===== src/hdl/cpuPkg.sv =====
package cpuPkg;

    // ========================================
    // Widths
    // ========================================
    typedef logic [7:0]  byte_t;              // Memory byte, PC, AR, immediate
    typedef logic [15:0] word_t;              // Register value, instruction
    typedef logic [1:0]  regIndex_t;          // R0 to R3
    typedef logic [5:0]  opcode_t;            // Instruction bits 15 to 10

    localparam byte_t ResetPc = 8'h00;        // First fetch address

    // ========================================
    // Opcodes
    // ========================================
    localparam opcode_t OpBra   = 6'h00;
    localparam opcode_t OpBne   = 6'h01;
    localparam opcode_t OpBeq   = 6'h02;
    localparam opcode_t OpInc   = 6'h09;
    localparam opcode_t OpDec   = 6'h0A;
    localparam opcode_t OpMovl  = 6'h19;      // Immediate into low byte
    localparam opcode_t OpMovsh = 6'h1A;      // Shift low byte up, then load
    localparam opcode_t OpLdal  = 6'h1E;
    localparam opcode_t OpSta   = 6'h20;

    // ========================================
    // Enums and bundles
    // ========================================
    typedef enum logic [2:0] {
        phFetchLow, phFetchHigh, phDecode, phExecute,
        phLoadLow, phLoadHigh, phStoreLow, phStoreHigh
    } phase_t;

    typedef enum logic [2:0] {
        rfNone, rfLoadLow, rfShiftLoad, rfLoadWord, rfIncrement, rfDecrement
    } rfOp_t;

    typedef struct packed {
        rfOp_t     op;
        regIndex_t target;
        word_t     data;
    } rfCommand_t;                            // 21 bits

    typedef struct packed {
        logic  valid;
        logic  write;
        byte_t address;
        byte_t data;
    } busRequest_t;                           // 18 bits

    typedef struct packed {
        logic  cyc;
        logic  stb;
        logic  we;
        byte_t adr;
        byte_t datW;
    } wbMaster_t;                             // 19 bits

    typedef struct packed {
        logic  ack;
        byte_t datR;
    } wbSlave_t;                              // 9 bits

endpackage

===== src/hdl/cpuSystem.sv =====
`timescale 1ns/1ps

module cpuSystem
    import cpuPkg::*;
(
    input  logic      Clock,
    input  logic      Reset,
    output wbMaster_t wbOut,
    input  wbSlave_t  wbIn
);

    busRequest_t busRequest;
    logic        busDone;
    byte_t       busReadData;
    rfCommand_t  rfCommand;
    regIndex_t   readSelect;
    word_t       registerData;
    logic        zero;

    busMaster i_busMaster (
        .Clock      (Clock),
        .Reset      (Reset),
        .busRequest (busRequest),
        .busDone    (busDone),
        .readData   (busReadData),
        .wbOut      (wbOut),
        .wbIn       (wbIn)
    );

    registerFile i_registerFile (
        .Clock      (Clock),
        .Reset      (Reset),
        .rfCommand  (rfCommand),
        .readSelect (readSelect),
        .readData   (registerData),
        .zero       (zero)
    );

    controlSequencer i_controlSequencer (
        .Clock        (Clock),
        .Reset        (Reset),
        .busRequest   (busRequest),
        .busDone      (busDone),
        .readData     (busReadData),
        .rfCommand    (rfCommand),
        .readSelect   (readSelect),
        .registerData (registerData),
        .zero         (zero)
    );

endmodule


===== src/hdl/controlSequencer.sv =====
`timescale 1ns/1ps

module controlSequencer
    import cpuPkg::*;
(
    input  logic        Clock,
    input  logic        Reset,
    output busRequest_t busRequest,
    input  logic        busDone,
    input  byte_t       readData,
    output rfCommand_t  rfCommand,
    output regIndex_t   readSelect,
    input  word_t       registerData,
    input  logic        zero
);

    phase_t    phase;
    byte_t     pc;
    byte_t     ar;
    word_t     instr;
    byte_t     loadLow;                       // First byte of an LDAL word
    opcode_t   opcode;
    regIndex_t regSel;
    byte_t     field;
    logic      branchTaken;

    assign opcode = instr[15:10];
    assign regSel = instr[9:8];
    assign field  = instr[7:0];

    always_comb begin
        case (opcode)
            OpBra:   branchTaken = 1'b1;
            OpBne:   branchTaken = !zero;
            OpBeq:   branchTaken = zero;
            default: branchTaken = 1'b0;
        endcase
    end

    // ========================================
    // Phase machine and PC
    // ========================================
    always_ff @(posedge Clock or posedge Reset) begin
        if (Reset) begin
            phase <= phFetchLow;
            pc    <= ResetPc;
        end else begin
            case (phase)
                phFetchLow: begin
                    if (busDone) begin
                        pc    <= pc + 8'd1;
                        phase <= phFetchHigh;
                    end
                end
                phFetchHigh: begin
                    if (busDone) begin
                        pc    <= pc + 8'd1;
                        phase <= phDecode;
                    end
                end
                phDecode: phase <= phExecute;
                phExecute: begin
                    if (branchTaken) begin
                        pc <= field;
                    end
                    if (opcode == OpLdal) begin
                        phase <= phLoadLow;
                    end else if (opcode == OpSta) begin
                        phase <= phStoreLow;
                    end else begin
                        phase <= phFetchLow;  // Unknown opcodes end here too
                    end
                end
                phLoadLow:   if (busDone) phase <= phLoadHigh;
                phLoadHigh:  if (busDone) phase <= phFetchLow;
                phStoreLow:  if (busDone) phase <= phStoreHigh;
                phStoreHigh: if (busDone) phase <= phFetchLow;
                default: phase <= phFetchLow;
            endcase
        end
    end

    // Instruction, address and load buffer
    always_ff @(posedge Clock) begin
        if (phase == phFetchLow && busDone) begin
            instr[7:0] <= readData;
        end
        if (phase == phFetchHigh && busDone) begin
            instr[15:8] <= readData;
        end
        if (phase == phExecute) begin
            ar <= field;                      // Only LDAL and STA read it later
        end
        if ((phase == phLoadLow || phase == phStoreLow) && busDone) begin
            ar <= ar + 8'd1;
        end
        if (phase == phLoadLow && busDone) begin
            loadLow <= readData;
        end
    end

    // ========================================
    // Command generation
    // ========================================
    assign readSelect = regSel;

    always_comb begin
        busRequest     = '0;
        rfCommand.op   = rfNone;
        rfCommand.target = regSel;
        rfCommand.data = {8'h00, field};
        case (phase)
            phFetchLow, phFetchHigh: begin
                busRequest.valid   = 1'b1;
                busRequest.address = pc;
            end
            phLoadLow: begin
                busRequest.valid   = 1'b1;
                busRequest.address = ar;
            end
            phLoadHigh: begin
                busRequest.valid   = 1'b1;
                busRequest.address = ar;
                if (busDone) begin
                    rfCommand.op   = rfLoadWord;
                    rfCommand.data = {readData, loadLow};   // Little-endian word
                end
            end
            phStoreLow, phStoreHigh: begin
                busRequest.valid   = 1'b1;
                busRequest.write   = 1'b1;
                busRequest.address = ar;
                busRequest.data    = (phase == phStoreLow) ? registerData[7:0]
                                                           : registerData[15:8];
            end
            phExecute: begin
                case (opcode)
                    OpInc:   rfCommand.op = rfIncrement;
                    OpDec:   rfCommand.op = rfDecrement;
                    OpMovl:  rfCommand.op = rfLoadLow;
                    OpMovsh: rfCommand.op = rfShiftLoad;
                    default: rfCommand.op = rfNone;
                endcase
            end
            default: ;
        endcase
    end

    // Request held steady until the bus master reports it done
    assert property (@(posedge Clock) disable iff (Reset)
        (busRequest.valid && !busDone) |=> $stable(busRequest));

endmodule


===== src/hdl/registerFile.sv =====
`timescale 1ns/1ps

module registerFile
    import cpuPkg::*;
(
    input  logic       Clock,
    input  logic       Reset,
    input  rfCommand_t rfCommand,
    input  regIndex_t  readSelect,
    output word_t      readData,
    output logic       zero
);

    word_t regs [4];
    word_t current;
    word_t stepped;

    // ========================================
    // Update functions
    // ========================================
    assign current = regs[rfCommand.target];

    always_comb begin
        if (rfCommand.op == rfDecrement) begin
            stepped = current - 16'd1;        // Wraps at zero
        end else begin
            stepped = current + 16'd1;
        end
    end

    always_ff @(posedge Clock or posedge Reset) begin
        if (Reset) begin
            regs <= '{default: '0};
            zero <= 1'b0;
        end else begin
            case (rfCommand.op)
                rfLoadLow: begin
                    regs[rfCommand.target] <= {8'h00, rfCommand.data[7:0]};
                end
                rfShiftLoad: begin
                    regs[rfCommand.target] <= {current[7:0], rfCommand.data[7:0]};
                end
                rfLoadWord: begin
                    regs[rfCommand.target] <= rfCommand.data;
                end
                rfIncrement, rfDecrement: begin
                    regs[rfCommand.target] <= stepped;
                    zero <= (stepped == 16'h0000);   // Only INC and DEC touch Z
                end
                default: ;
            endcase
        end
    end

    assign readData = regs[readSelect];

    // Commands come from the sequencer and must decode to a real operation
    assert property (@(posedge Clock) disable iff (Reset)
        rfCommand.op inside {rfNone, rfLoadLow, rfShiftLoad, rfLoadWord,
                             rfIncrement, rfDecrement});

endmodule


===== src/hdl/busMaster.sv =====
`timescale 1ns/1ps

module busMaster
    import cpuPkg::*;
(
    input  logic        Clock,
    input  logic        Reset,
    input  busRequest_t busRequest,
    output logic        busDone,
    output byte_t       readData,
    output wbMaster_t   wbOut,
    input  wbSlave_t    wbIn
);

    typedef enum logic {stIdle, stActive} state_t;

    state_t state;

    // ========================================
    // Transfer engine
    // ========================================
    always_ff @(posedge Clock or posedge Reset) begin
        if (Reset) begin
            state   <= stIdle;
            wbOut   <= '0;
            busDone <= 1'b0;
        end else begin
            busDone <= 1'b0;                  // Single-cycle pulse
            case (state)
                stIdle: begin
                    // A request still shown during the busDone cycle is the old one
                    if (busRequest.valid && !busDone) begin
                        wbOut <= '{cyc: 1'b1, stb: 1'b1, we: busRequest.write,
                                   adr: busRequest.address, datW: busRequest.data};
                        state <= stActive;
                    end
                end
                stActive: begin
                    if (wbIn.ack) begin
                        wbOut.cyc <= 1'b0;
                        wbOut.stb <= 1'b0;
                        wbOut.we  <= 1'b0;
                        busDone   <= 1'b1;
                        state     <= stIdle;
                    end
                end
                default: state <= stIdle;
            endcase
        end
    end

    always_ff @(posedge Clock) begin
        if (state == stActive && wbIn.ack) begin
            readData <= wbIn.datR;            // Valid while busDone is high
        end
    end

    // Cycle held with fixed address until the slave answers
    assert property (@(posedge Clock) disable iff (Reset)
        (wbOut.stb && !wbIn.ack) |=> (wbOut.stb && $stable(wbOut.adr)));

    assert property (@(posedge Clock) disable iff (Reset) wbOut.cyc == wbOut.stb);

endmodule


===== config.mk =====
export PLATFORM = sky130hd
export DESIGN_NAME = cpuSystem
export DESIGN_NICKNAME = d
export VERILOG_FILES = /design/src/hdl/cpuPkg.sv /design/src/hdl/cpuSystem.sv /design/src/hdl/controlSequencer.sv /design/src/hdl/registerFile.sv /design/src/hdl/busMaster.sv
export SDC_FILE = /design/constraint.sdc
export NUM_CORES = 1
export LEC_CHECK = 0
export BUFFER_PORTS_ARGS = -buffer_cell sky130_fd_sc_hd__buf_4
export CAP_MARGIN = 0
export CORE_UTILIZATION = 58
export CTS_BUF_LIST = sky130_fd_sc_hd__clkbuf_8
export DETAILED_ROUTE_END_ITERATION = 7
export PLACE_DENSITY = 0.88
export SKIP_CTS_REPAIR_TIMING = 1
export SYNTH_ARGS = -nofsm -noshare
export SYNTH_HDL_FRONTEND = slang
export SYNTH_SLANG_ARGS = --single-unit

===== constraint.sdc =====
create_clock -name Clock -period 3.7 [get_ports Clock]
set_input_delay 1.11 -clock Clock [delete_from_list [all_inputs] [get_ports Clock]]
set_output_delay 1.11 -clock Clock [all_outputs]
set_load 0.01 [all_outputs]

Word-level counts from Yosys, hierarchy flattened. Cells that the tools add are included.

Latch bits: 0. Bits in registers: 137. Memories kept: 0. Memory bits (read-only): 0. Bits in writable memories: 0. Word-level logic and storage cells: 125.

Equal/unequal tests: 29. Div/mod/pow operators: 0. Add/subtract/negate cells: 4. Shifts and indexed selects: 0. Reduce and logical (&&, ||, !) cells: 26. $mul: 0. Multiplexer cells: 43. Bitwise operators: 2. Order comparisons: 2.

Operators with widths (number): 64-bit bitwise mux (4); 64-bit one-hot mux with 4 select lines (1); 16-bit two-way mux (6); 8-bit two-way mux (6); 16-bit binary-select mux with 2-bit select (1); 16-bit demux with 2-bit select (1); 8-bit one-hot mux with 2 select lines (2); 3-bit two-way mux (8); 3-bit one-hot mux with 7 select lines (1); 19-bit two-way mux (1); 3-bit == test (second input constant) (6); 6-bit by 5-bit == test with 1-bit output (second input constant) (3); 16-bit by 1-bit adder with 16-bit output (second input constant) (1); 8-bit by 1-bit adder with 8-bit output (second input constant) (2); 16-bit logical NOT (1); 16-bit by 1-bit subtractor with 16-bit output (second input constant) (1); 3-bit by 2-bit == test with 1-bit output (second input constant) (4); 6-bit by 4-bit == test with 1-bit output (second input constant) (2); 3-bit one-hot mux with 2 select lines (2); 3-bit one-hot mux with 4 select lines (1); 2-bit inequality test (second input constant) (5); 2-bit by 1-bit inequality test with 1-bit output (second input constant) (4); 2-bit OR reduction (4); 1-bit logical AND (7); 23 further kinds (32).

Depth between registers and ports, before layout. Gate-level depths: netlist of run 1.

Depth after elaboration: 8. Gate-level depth with buffers: 14. Gate-level depth less buffers: 12.

Modules after synthesis. From an unflattened synthesis of run 1, not the netlist that was laid out.

Cells, all modules: 817. Area, all modules: 8271.7 sq um.

Modules (own cells, without submodules): registerFile (cells each 516, instances 1, area each 4747.1 sq um, sequential area each 1626.6 sq um); controlSequencer (cells each 245, instances 1, area each 2471.1 sq um, sequential area each 1236.2 sq um); busMaster (cells each 56, instances 1, area each 1053.5 sq um, sequential area each 740.7 sq um).

Worst setup path before layout of run 1. OpenSTA, ideal clock, no wires.

Path type: flip-flop to flip-flop. Start point: register i_controlSequencer.instr[9]. End point: register i_registerFile.zero. Arrival: 3601 ps. Setup slack: 23 ps. Path buffers: 3. Stages on the path, launching flop included: 14. Library setup time: 77 ps. Cell sequence: edfxtp_1 > buf_2 > buf_1 > clkbuf_1 > mux4_2 > fa_1 > a21o_1 > and4_1 > a2bb2oi_1 > a221oi_1 > a21oi_1 > xor2_1 > or2_2 > o21ai_1.

Longest elaborated chain between the ends: 7. Elaborated cells on any way between the ends: 8. Classes of those cells: add/sub (2); mux (4); bitwise (1); reduce/logical (1).

Ends and longest elaborated chain: start, declared (line controlSequencer.sv:20) `word_t instr;`; start signal, assigned (line controlSequencer.sv:89) `instr[15:8] <= readData;`; 2-bit inverter with 3-bit output (not written as such) (*) (line registerFile.sv:21) `assign current = regs[rfCommand.target];`; 16-bit binary-select mux with 2-bit select (*) (line registerFile.sv:21); 16-bit two-way mux (not written as such) (*) (2 in a row) (line registerFile.sv:21); 16-bit by 1-bit adder with 16-bit output / 16-bit by 1-bit subtractor with 16-bit output (equally long branches) (line registerFile.sv:27, registerFile.sv:25); 16-bit two-way mux (*) (line registerFile.sv:24) `if (rfCommand.op == rfDecrement) begin`; 16-bit logical NOT (*) (line registerFile.sv:48) `zero <= (stepped == 16'h0000);`; end signal, assigned (line registerFile.sv:48); end, declared (line registerFile.sv:11) `output logic zero`.

Mark *: on every way between the ends. The rest lies on a longest branch, timed or not. The select of a mux whose other input is x is not followed. A chain may end at the register's enable or synchronous reset.

Worst setup path after layout of run 1.
Start point: register i_controlSequencer.instr[8]. End point: register i_registerFile.zero.

Same word-level chain as after synthesis.

==> results.md, run 1 <==
* Primary FF master, synth: dfrtp_1
* Crit path DAT at 3900 ps
* Share of cells above drive strength 1 at 15.5%
* Clock sink total at 136
* Hold depth at 2
* Clk buf depth at 2
* Largest net degree at the start of global routing at between 40 and 50
* Num CTS Buffers at 17
* Syn Inst Count at 737
* DR vias at 6212
* R2r setup slk at 190 ps
* Most frequent cell after synthesis: nand2_1
* Reg2reg end: i_registerFile.zero$_DFFE_PP0P_
* Final setup violation count at 0
* Fmax at around 0.28 GHz
* DR iter-0 viols at 762
* Tot GR Track Use at 32.2%
* Commonest cells in the netlist: nand2_1, dfrtp_1, o21ai_0
* Flip-flop and latch count after synthesis at 136
* Max-slew violation count at 0
* # port buffers at 29
* Slew HR at 40.0%
* Final worst slack at 191 ps
* Pre-CTS WS at 165 ps
* Status: complete, no violations
* Top Ports at 30
* Cell accounting for the most synthesized area: dfrtp_1
* Root Driver: clkbuf_8
* Remaining antenna violation count after routing at 0
* Total wire length at about 20000 µm
* Final min period at 3510 ps
* Clock-pin transition on the worst setup and hold timing paths at 80 ps
* Gr ovfl total at 0
* Worst Tran Pin Value at 899 ps
* Post-synth EDFFs at 40
* Top cells by area, synth: dfrtp_1, edfxtp_1, nand2_1, o21ai_0, mux4_2
* Vias in the first global route at 5997
* DRC violations left at 0
* Synth async-reset ratio at 70.6%
* First-pass GRT wire length at around 32000 µm
* Layout Nets at 794
* WL per Instance at 20.7 µm
* Yosys cell types at 66
* Worst Skew at 14.0 ps
* Number of core rows at 40
* Post-synth design cell area at 0.00738 mm²
* RSZ-0062 raised after global routing: no
* Final hold vios at 0
* Max IR drop VDD at between 0.3 and 0.4 mV
* # H-tree levels at 4
* Die Y at 115 µm
* Initial antenna violation count at 0
* Full die area at 0.0132 mm²
* Final TNS setup at 0 ps
* CTS tree: built
* Max Cap Viol at 0
* Sequential cell area fraction in the yosys report at 48.8%
* Critical Path RT at 4100 ps
* Synth top area share at 32.5%
* DP HPWL at 14300 µm
* Crit-path max FO at 18
* Die Wd at 115 µm
* Critical path class: reg -> reg
* DR pass1 iterations at 6
* Core Area at 0.0122 mm²
* Crit. End Element: flop
* Area growth from synthesis to layout at 11.6%
* Reg2Reg Depth at 10
* Lkg Pwr at between 3 and 4 nW
* Worst hold endpoint: i_busMaster.wbOut[15]$_DFFE_PP0P_
* Via density at 6.55
* Period utilization at between 90% and 100%
* Power Density at 554 mW/mm²
* Hold Path Origin: i_busMaster.wbOut[15]$_DFFE_PP0P_
* Syn_nets at approximately 760
* Synthesis warning total at 0
* GPL Wtd Cong at 0.985
* HP Class: reg -> reg
* CP Launch Point: i_controlSequencer.instr[8]$_DFFE_PP_
* Syn Area/Cell at 10.0 µm²
* Worst R2R Start: i_controlSequencer.instr[8]$_DFFE_PP_
* CP Launch Type: flop
* Initial Utilization at approximately three fifths
* Worst-Skew Late Latency at 470 ps
* Diodes inserted at 0
-- flip-flops by register name, indices dropped and copies added (netlist names) --
register and flops:
i_registerFile.zero 1, i_busMaster.state 1, i_registerFile.regs 64, i_controlSequencer.instr 16, i_busMaster.wbOut 18, i_controlSequencer.ar 8, i_controlSequencer.pc 8, i_controlSequencer.loadLow 8
i_controlSequencer.phase 3, i_busMaster.busDone 1, i_busMaster.readData 8
-- cells in the final DEF, fill, tap and decap left out, types with 5 or more instances in the layout --
| cell type | netlist | final |
|---|---|---|
| xor2_1 | 10 | 10 |
| clkbuf_8 | 0 | 17 |
| mux4_2 | 16 | 16 |
| nand4_1 | 5 | 5 |
| or2_2 | 5 | 5 |
| mux2i_1 | 14 | 14 |
| inv_1 | 7 | 7 |
| a21o_1 | 19 | 19 |
| edfxtp_1 | 40 | 40 |
| xnor2_1 | 11 | 11 |
| o21ai_0 | 77 | 77 |
| ha_1 | 15 | 15 |
| and3_1 | 10 | 10 |
| mux2_2 | 6 | 6 |
| a31oi_1 | 6 | 6 |
| a2bb2oi_1 | 7 | 6 |
| dfrtp_1 | 96 | 96 |
| or3_1 | 5 | 5 |
| nor2_1 | 37 | 37 |
| nand2b_1 | 5 | 5 |
| nor2b_1 | 6 | 6 |
| a221oi_1 | 10 | 9 |
| nand3_1 | 28 | 28 |
| a22oi_1 | 16 | 16 |
| a21oi_1 | 47 | 47 |
| a22o_1 | 6 | 6 |
| nand2_1 | 136 | 136 |
| buf_4 | 1 | 52 |
| a211oi_1 | 5 | 5 |
-- kinds of logic after synthesis --
kind of cell	after synthesis	synth area share, %
simple gates	257	16.1
compound gates	221	19.1
xor+xnor	21	2.49
flops	136	48.8
fa+ha+maj	17	2.95
mux	36	7.70
buf+inv	49	2.83
-- worst max-delay path by stage --
stage | to | slack, ps
4_1_cts | i_registerFile.zero$_DFFE_PP0P_ | 130
2_1_floorplan | i_registerFile.zero$_DFFE_PP0P_ | 20
5_1_grt | i_registerFile.regs[11]$_DFFE_PP0P_ | 3
6_report | i_registerFile.zero$_DFFE_PP0P_ | 190
3_5_place_dp | i_registerFile.zero$_DFFE_PP0P_ | 170
3_3_place_gp | i_registerFile.zero$_DFFE_PP0P_ | 240
-- metal layers --
| layer | GRT usage (%) | share of wire [%] | up-vias |
|---|---|---|---|
| li1 | - | - | 2764 |
| met1 | 43.0 | 41 | 3009 |
| met2 | 51.1 | 47 | 378 |
| met3 | 6.48 | 8.7 | 61 |
| met4 | 15.2 | 3.4 | 0 |
| met5 | 0 | 0 | - |
-- report_power, final --
group	switching [W]	internal, W	leakage [nW]
logic	0.000720	0.000453	1.81
clock network	0.000616	0.000668	0.203
registers	0.000252	0.00185	1.62
total	0.00159	0.00297	3.64
-- cell type report --
class | count | area [µm²]
Sequential cell | 136 | 3600
Multi-Input combinational cell | 552 | 3590
Clock buffer | 17 | 234
Inverter | 8 | 32.5
Tap cell | 168 | 210
Timing Repair Buffer | 52 | 390
Clock inverter | 15 | 175
Fill cell | 939 | 3980
-- per-stage QoR --
step | cells | total power, W | instance area, µm² | hold slack (ps) | util (%)
after floorplan | 737 | 0.00287 | 7380 | 444 | -
after global placement | 916 | 0.00320 | 7810 | 459 | 64.0
after detailed placement | 916 | 0.00327 | 7810 | 472 | 64.0
after CTS | 948 | 0.00454 | 8220 | 488 | 67.3
after global routing | 948 | 0.00479 | 8240 | 515 | 67.4
final | 948 | 0.00456 | 8240 | 480 | 67.4
-- worst max-delay path, cell delays in order (launching register included) --
cell       delay (ps)
edfxtp_1          440
buf_4             290
mux4_2            640
ha_1              380
a211o_1           300
nand2_1           130
o2111ai_4         210
mux2_2            390
a211oi_1          340
nand4b_1          150
o21ai_1           150
No activity file was read; power rests on OpenSTA's default activity.
==> run 2: changes to the inputs <==
--- a/config.mk
+++ b/config.mk
@@ -7,10 +7,10 @@
 export LEC_CHECK = 0
 export BUFFER_PORTS_ARGS = -buffer_cell sky130_fd_sc_hd__buf_4
 export CAP_MARGIN = 0
-export CORE_UTILIZATION = 58
+export CORE_UTILIZATION = 50
 export CTS_BUF_LIST = sky130_fd_sc_hd__clkbuf_8
 export DETAILED_ROUTE_END_ITERATION = 7
-export PLACE_DENSITY = 0.88
+export PLACE_DENSITY = 0.78
 export SKIP_CTS_REPAIR_TIMING = 1
 export SYNTH_ARGS = -nofsm -noshare
 export SYNTH_HDL_FRONTEND = slang
==> results.md, run 2 (same netlist as run 1, synthesis figures left out) <==
* Status: complete, no violations (unchanged)
* Critical path class: reg -> reg (unchanged)
* First-pass GRT wire length at 30700 µm (was 31600 µm)
* Worst Skew at 11.0 ps (was 14.0 ps)
* GPL Wtd Cong at 0.948 (was 0.985)
* Final Instance Count excl. Fillers at 956 (was 948)
* Diodes inserted at 0 (unchanged)
* Gr ovfl total at 0 (unchanged)
* Flop pwr share at 45.2% (was 46.1%)
* Period utilization at 95.4% (was 94.8%)
* Full die area at 0.0153 mm² (was 0.0132 mm²)
* Largest net degree at the start of global routing at 66 (was 48)
* Max reg flops at 64 (unchanged)
* Die Y at 123 µm (was 115 µm)
* DR pass1 iterations at 5 (was 6)
* Total wire length at 19500 µm (was 19600 µm)
* Net Sw Power at 0.00160 W (was 0.00159 W)
* Worst Tran Pin Value at 940 ps (was 899 ps)
* Initial Utilization at 51.0% (was 60.4%)
* Core Area at 0.0145 mm² (was 0.0122 mm²)
* Final min period at 3530 ps (was 3510 ps)
* Lkg Pwr at 3.64 nW (about the same)
* Max-slew violation count at 0 (unchanged)
* Final setup violation count at 0 (unchanged)
* HP Class: reg -> reg (unchanged)
* Most common cell after layout, fill and taps aside: nand2_1 (unchanged)
* DRC violations left at 0 (unchanged)
* Final core area utilization at 57.1% (was 67.4%)
* P_int at 0.00306 W (was 0.00297 W)
* Clock sink total at 136 (unchanged)
* Power Density at 563 mW/mm² (was 554 mW/mm²)
* Crit-path max FO at 24 (was 18)
* Crit path DAT at 3920 ps (was 3900 ps)
* Commonest cells after routing, fill and taps aside: nand2_1, dfrtp_1, o21ai_0 (unchanged)
* Initial antenna violation count at 0 (unchanged)
* Slew HR at 37.3% (was 40.0%)
* Top flop regs: i_registerFile.regs x64, i_busMaster.wbOut x18, i_controlSequencer.instr x16 (unchanged)
* DR iter-0 viols at 894 (was 762)
* Area growth from synthesis to layout at 12.1% (was 11.6%)
* Clk buf depth at 2 (unchanged)
* Top Ports at 30 (unchanged)
* Worst-Skew Late Latency at 460 ps (was 470 ps)
* Layout Nets at 786 (was 794)
* # port buffers at 29 (unchanged)
* Sw frac at 34.4% (was 34.8%)
* Clock-pin transition on the worst setup and hold timing paths at 80 ps (about the same)
* Number of core rows at 44 (was 40)
* Placed instance count at 924 (was 916)
* Clk pwr share at 29.8% (was 28.2%)
* Max IR drop VDD at 0.272 mV (was 0.303 mV)
* DP HPWL at 14000 µm (was 14300 µm)
* Fmax at 0.283 GHz (was 0.285 GHz)
* Combinational Power Share at 25.1% (was 25.7%)
* Num CTS Buffers at 17 (unchanged)
* Max Cap Viol at 0 (unchanged)
* DR vias at 6075 (was 6212)
* CTS tree: built (unchanged)
* Remaining antenna violation count after routing at 0 (unchanged)
* CP Launch Type: flop (unchanged)
* Share of cells above drive strength 1 at 15.3% (was 15.5%)
* Tot GR Track Use at 27.2% (was 32.2%)
* Vias in the first global route at 5932 (was 5997)
* Via density at 6.35 (was 6.55)
* Die Wd at 123 µm (was 115 µm)
* Most flops, register: i_registerFile.regs (unchanged)
* Crit. End Element: flop (unchanged)
* WL per Instance at 20.4 µm (was 20.7 µm)
* Critical Path RT at 4090 ps (was 4100 ps)
* Tot Pwr at 0.00466 W (was 0.00456 W)
* # H-tree levels at 4 (unchanged)
* Root Driver: clkbuf_8 (unchanged)
* Final hold vios at 0 (unchanged)
-- run 2: metrics by stage --
stage                     cell area, µm²  setup WS [ps]  hold WS [ps]  TNS [ps]
after global placement              7810            291           462         0
after global routing                8270          -43.8           508     -45.1
after detailed placement            7810            191           472         0
after CTS                           8250            149           490         0
after floorplan                     7380           22.7           444         0
final                               8270            169           483         0
-- run 2: final cells by class --
class | instances | area [µm²]
fillers | 1183 | 6200
well taps | 184 | 230
clock inverters | 15 | 211
multi-input cells | 552 | 3590
flip-flops and latches | 136 | 3600
repair buffers | 44 | 368
inverters | 8 | 32.5
clock buffers | 17 | 234
-- run 2: path summary, 6_finish.rpt --
check                                                 startpoint                              endpoint  slack [ps]  depth (start not counted)
max                        i_controlSequencer.instr[8]$_DFFE_PP_       i_registerFile.zero$_DFFE_PP0P_         170                         11
min                             i_busMaster.wbOut[5]$_DFFE_PP0P_      i_busMaster.wbOut[5]$_DFFE_PP0P_         480                          2
max reg2reg                i_controlSequencer.instr[8]$_DFFE_PP_       i_registerFile.zero$_DFFE_PP0P_         170                         11
min reg2reg                     i_busMaster.wbOut[5]$_DFFE_PP0P_      i_busMaster.wbOut[5]$_DFFE_PP0P_         480                          2
max in group asynchronous                                  Reset   i_registerFile.regs[46]$_DFFE_PP0P_        2340                          3
min in group asynchronous                                  Reset  i_controlSequencer.pc[2]$_DFFE_PP0P_         670                          2
-- run 2: critical path, stage by stage (launching register included) --
cell and delay (ps):
edfxtp_1 530, buf_12 230, mux4_2 600, ha_1 360
a21o_1 230, a31oi_1 170, o211ai_1 170, a22o_1 260
a311o_1 320, xor2_1 160, or2_2 280, o21ai_1 140
-- run 2: power by group through the flow --
stage / Clock, W / Combinational, W / Sequential, W
floorplan: 0 / 0.000825 / 0.00204
global placement: 0 / 0.00110 / 0.00210
detailed placement: 0 / 0.00115 / 0.00213
CTS: 0.00140 / 0.00116 / 0.00210
global route: 0.00148 / 0.00129 / 0.00214
finish: 0.00139 / 0.00117 / 0.00210
-- run 2: metal layers --
metal / vias up / track usage, % / part of all wire, %
met2: 338 / 41.7 / 47
met1: 2930 / 36.1 / 42
li1: 2752 / - / -
met3: 55 / 6.87 / 8.1
met4: 0 / 12.7 / 3.5
met5: - / 0 / 0
==> run 3: changes to the inputs <==
--- a/config.mk
+++ b/config.mk
@@ -5,6 +5,7 @@
 export SDC_FILE = /design/constraint.sdc
 export NUM_CORES = 1
 export LEC_CHECK = 0
+export ABC_AREA = 1
 export BUFFER_PORTS_ARGS = -buffer_cell sky130_fd_sc_hd__buf_4
 export CAP_MARGIN = 0
 export CORE_UTILIZATION = 50
==> results.md, run 3 <==
* Top cells by area, synth: dfrtp_1, edfxtp_1, nand2_1, o21ai_0, inv_1 (was dfrtp_1, edfxtp_1, nand2_1, o21ai_0, mux4_2)
* Crit path DAT at 3790 ps (was 3920 ps)
* Gr ovfl total at 0 (unchanged)
* Largest net degree at the start of global routing at 61 (was 66)
* Final TNS setup at 0 ps (unchanged)
* Top flop regs: i_registerFile.regs x64, i_busMaster.wbOut x18, i_controlSequencer.instr x16 (unchanged)
* GPL Wtd Cong at 0.991 (was 0.948)
* Die Wd at 133 µm (was 123 µm)
* Post-synth EDFFs at 40 (unchanged)
* CTS tree: built (unchanged)
* Vias in the first global route at 7784 (was 5932)
* Clock-pin transition on the worst setup and hold timing paths at 90 ps (was 80 ps)
* DR vias at 8382 (was 6075)
* Worst-Skew Late Latency at 460 ps (about the same)
* Max incr delay on CP at 560 ps (was 600 ps)
* DP HPWL at 18700 µm (was 14000 µm)
* P_int at 0.00321 W (was 0.00306 W)
* Sequential cell area fraction in the yosys report at 41.8% (was 48.8%)
* # H-tree levels at 4 (unchanged)
* Status: complete, no violations (unchanged)
* Commonest cells in the netlist: nand2_1, o21ai_0, inv_1 (was nand2_1, dfrtp_1, o21ai_0)
* Yosys cell types at 59 (was 66)
* Synth async-reset ratio at 70.6% (unchanged)
* Die Y at 133 µm (was 123 µm)
* Primary FF master, synth: dfrtp_1 (unchanged)
* Critical path class: reg -> reg (unchanged)
* Clk buf depth at 2 (unchanged)
* RSZ-0062 raised after global routing: no
* Cell accounting for the most synthesized area: dfrtp_1 (unchanged)
* Lkg Pwr at 4.47 nW (was 3.64 nW)
* Placed instance count at 1364 (was 924)
* Simple-gate share of the synthesized area at 29.3% (was 16.1%)
* Most flops, register: i_registerFile.regs (unchanged)
* First-pass GRT wire length at 41400 µm (was 30700 µm)
* CP Launch Type: flop (unchanged)
* WL per Instance at 18.2 µm (was 20.4 µm)
* Final min period at 3420 ps (was 3530 ps)
* Max reg flops at 64 (unchanged)
* Compound-Gate Fraction of Synth Area at 17.2% (was 19.1%)
* Tot GR Track Use at 30.2% (was 27.2%)
* Syn Inst Count at 1132 (was 737)
* Sw frac at 43.7% (was 34.4%)
* Flop pwr share at 41.2% (was 45.2%)
* Commonest cells after routing, fill and taps aside: nand2_1, o21ai_0, inv_1 (was nand2_1, dfrtp_1, o21ai_0)
* Core Area at 0.0167 mm² (was 0.0145 mm²)
* Combinational Power Share at 40.0% (was 25.1%)
* Post-synthesis adder-cell area fraction at 2.41% (was 2.95%)
* DR pass1 iterations at 6 (was 5)
* Layout Nets at 1194 (was 786)
* Hold Path Origin: i_busMaster.wbOut[4]$_DFFE_PP0P_ (was i_busMaster.wbOut[5]$_DFFE_PP0P_)
* Slew HR at 44.4% (was 37.3%)
* DRC violations left at 0 (unchanged)
* Clk pwr share at 18.8% (was 29.8%)
* CP cell instances: buf_4, nand2_4, nor2_1, nor4_1, buf_4, ha_1, nand2_1, nand3b_1, nand2_1, nand3_2, o21ai_2, xor2_1, nor2_1, nand3_1, nor2_1, nand2_1, nand2_1 (was buf_12, mux4_2, ha_1, a21o_1, a31oi_1, o211ai_1, a22o_1, a311o_1, xor2_1, or2_2, o21ai_1)
* Mux cell area share after synthesis at 0.232% (was 7.70%)
* CP delay by family, top: simple AND/OR/NAND/NOR gates (was compound AO/OA/AOI/OAI gates)
* Number of core rows at 47 (was 44)
* WP buf/inv at 2 (was 1)
* Syn Area/Cell at 7.62 µm² (was 10.0 µm²)
* Remaining antenna violation count after routing at 0 (unchanged)
* Footprint of the multi-input gates at 0.00434 mm² (was 0.00359 mm²)
* Flip-flop and latch count after synthesis at 136 (unchanged)
* Via density at 5.99 (was 6.35)
* Full die area at 0.0178 mm² (was 0.0153 mm²)
* Syn_nets at 1159 (was 764)
* Layout filler cell count at 1553 (was 1183)
* Largest family of logic cells by synthesized area: simple AND/OR/NAND/NOR gates (was compound AO/OA/AOI/OAI gates)
* CP Launch Point: i_controlSequencer.instr[8]$_DFFE_PP_ (unchanged)
* Slowest-stage cell, CP: edfxtp_1 (was mux4_2)
* Worst Tran Pin Value at 832 ps (was 940 ps)
* Post-synth design cell area at 0.00862 mm² (was 0.00738 mm²)
* # port buffers at 29 (unchanged)
* Power Density at 599 mW/mm² (was 563 mW/mm²)
* Final hold vios at 0 (unchanged)
* HP Class: reg -> reg (unchanged)
* Diodes inserted at 0 (unchanged)
* Initial antenna violation count at 0 (unchanged)
* Final setup violation count at 0 (unchanged)
* Crit path top cell by count: nand2_1
* Clock sink total at 136 (unchanged)
* Total wire length at 25500 µm (was 19500 µm)
* XOR/XNOR share of the synthesized area at 1.10% (was 2.49%)
* Max IR drop VDD at 0.318 mV (was 0.272 mV)
* Net Sw Power at 0.00249 W (was 0.00160 W)
* Area growth from synthesis to layout at 10.2% (was 12.1%)
* Initial Utilization at 51.6% (was 51.0%)
* Most frequent cell after synthesis: nand2_1 (unchanged)
* Period utilization at 92.5% (was 95.4%)
* Synth top area share at 27.9% (was 32.5%)
* Num CTS Buffers at 17 (unchanged)
* DR iter-0 viols at 1114 (was 894)
* Crit-path max FO at 15 (was 24)
* FF/Latch Area at 0.00360 mm² (unchanged)
* Fmax at 0.292 GHz (was 0.283 GHz)
* Top Ports at 30 (unchanged)
* Crit. End Element: flop (unchanged)
* Critical Path RT at 4070 ps (was 4090 ps)
* Max-slew violation count at 0 (unchanged)
* Max Cap Viol at 0 (unchanged)
* Root Driver: clkbuf_8 (unchanged)
* Worst Skew at 19.7 ps (was 11.0 ps)
* Worst R2R Start: i_controlSequencer.instr[8]$_DFFE_PP_ (unchanged)
* Most common cell after layout, fill and taps aside: nand2_1 (unchanged)
* Final Instance Count excl. Fillers at 1400 (was 956)
* Share of cells above drive strength 1 at 13.6% (was 15.3%)
* Synthesis warning total at 0 (unchanged)
-- run 3: worst min-delay path, cell delays in order, from the launching register on --
cell and delay (ps):
dfrtp_1 350, nand2_1 50, o21ai_0 50
-- run 3: per-stage QoR --
step / hold slack (ps) / utilization [%] / instance area, µm² / worst slack (ps) / power, W
global placement: 467 / 54.8 / 9150 / 480 / 0.00453
CTS: 494 / 56.7 / 9470 / 279 / 0.00563
finish: 485 / 56.9 / 9500 / 279 / 0.00569
global route: 511 / 56.9 / 9500 / 32.7 / 0.00607
floorplan: 450 / - / 8620 / 84.6 / 0.00386
detailed placement: 474 / 54.8 / 9150 / 296 / 0.00458
-- run 3: power groups by stage --
| stage | clock network [W] | logic, W | registers [W] |
|---|---|---|---|
| 6_report | 0.00107 | 0.00228 | 0.00234 |
| 5_1_grt | 0.00113 | 0.00254 | 0.00240 |
| 4_1_cts | 0.00107 | 0.00222 | 0.00233 |
| 3_5_place_dp | 0 | 0.00221 | 0.00236 |
| 3_3_place_gp | 0 | 0.00217 | 0.00235 |
| 2_1_floorplan | 0 | 0.00160 | 0.00226 |
-- run 3: layer usage --
layer  vias up  global-route usage, %  routed length, µm  share of wire (%)
met2       495                   44.8              11000                 43
li1       3904                      -                  -                  -
met3        89                   6.01               2720                 11
met1      3892                   41.9              10600                 42
met5         -                   1.67                 44               0.17
met4         2                   14.9               1160                4.5
-- run 3: logic make-up (layout without fill, tap and decap cells) --
family,after synthesis,after routing
compound gates,253,253
xor+xnor,10,10
fa+ha+maj,16,16
flops,136,136
simple gates,543,543
mux,2,2
buf+inv,172,220
-- run 3: final timing paths --
kind / endpoint / slack, ps / cells past startpoint
worst max register to register: i_registerFile.zero$_DFFE_PP0P_ / 280 / 17
min in group asynchronous: i_registerFile.regs[25]$_DFFE_PP0P_ / 680 / 2
worst max-delay path: i_registerFile.zero$_DFFE_PP0P_ / 280 / 17
worst min register to register: i_busMaster.wbOut[4]$_DFFE_PP0P_ / 490 / 2
max in group asynchronous: i_busMaster.wbOut[5]$_DFFE_PP0P_ / 2320 / 3
worst min-delay path: i_busMaster.wbOut[4]$_DFFE_PP0P_ / 490 / 2
-- run 3: final cells by class --
class / instances / area share (%)
clock inverter: 15 / 0.922
inverter: 127 / 5.04
sequential: 136 / 37.9
tap: 220 / 2.90
multi-input combinational: 824 / 45.7
clock buffer: 17 / 2.46
timing repair buffer: 61 / 5.08
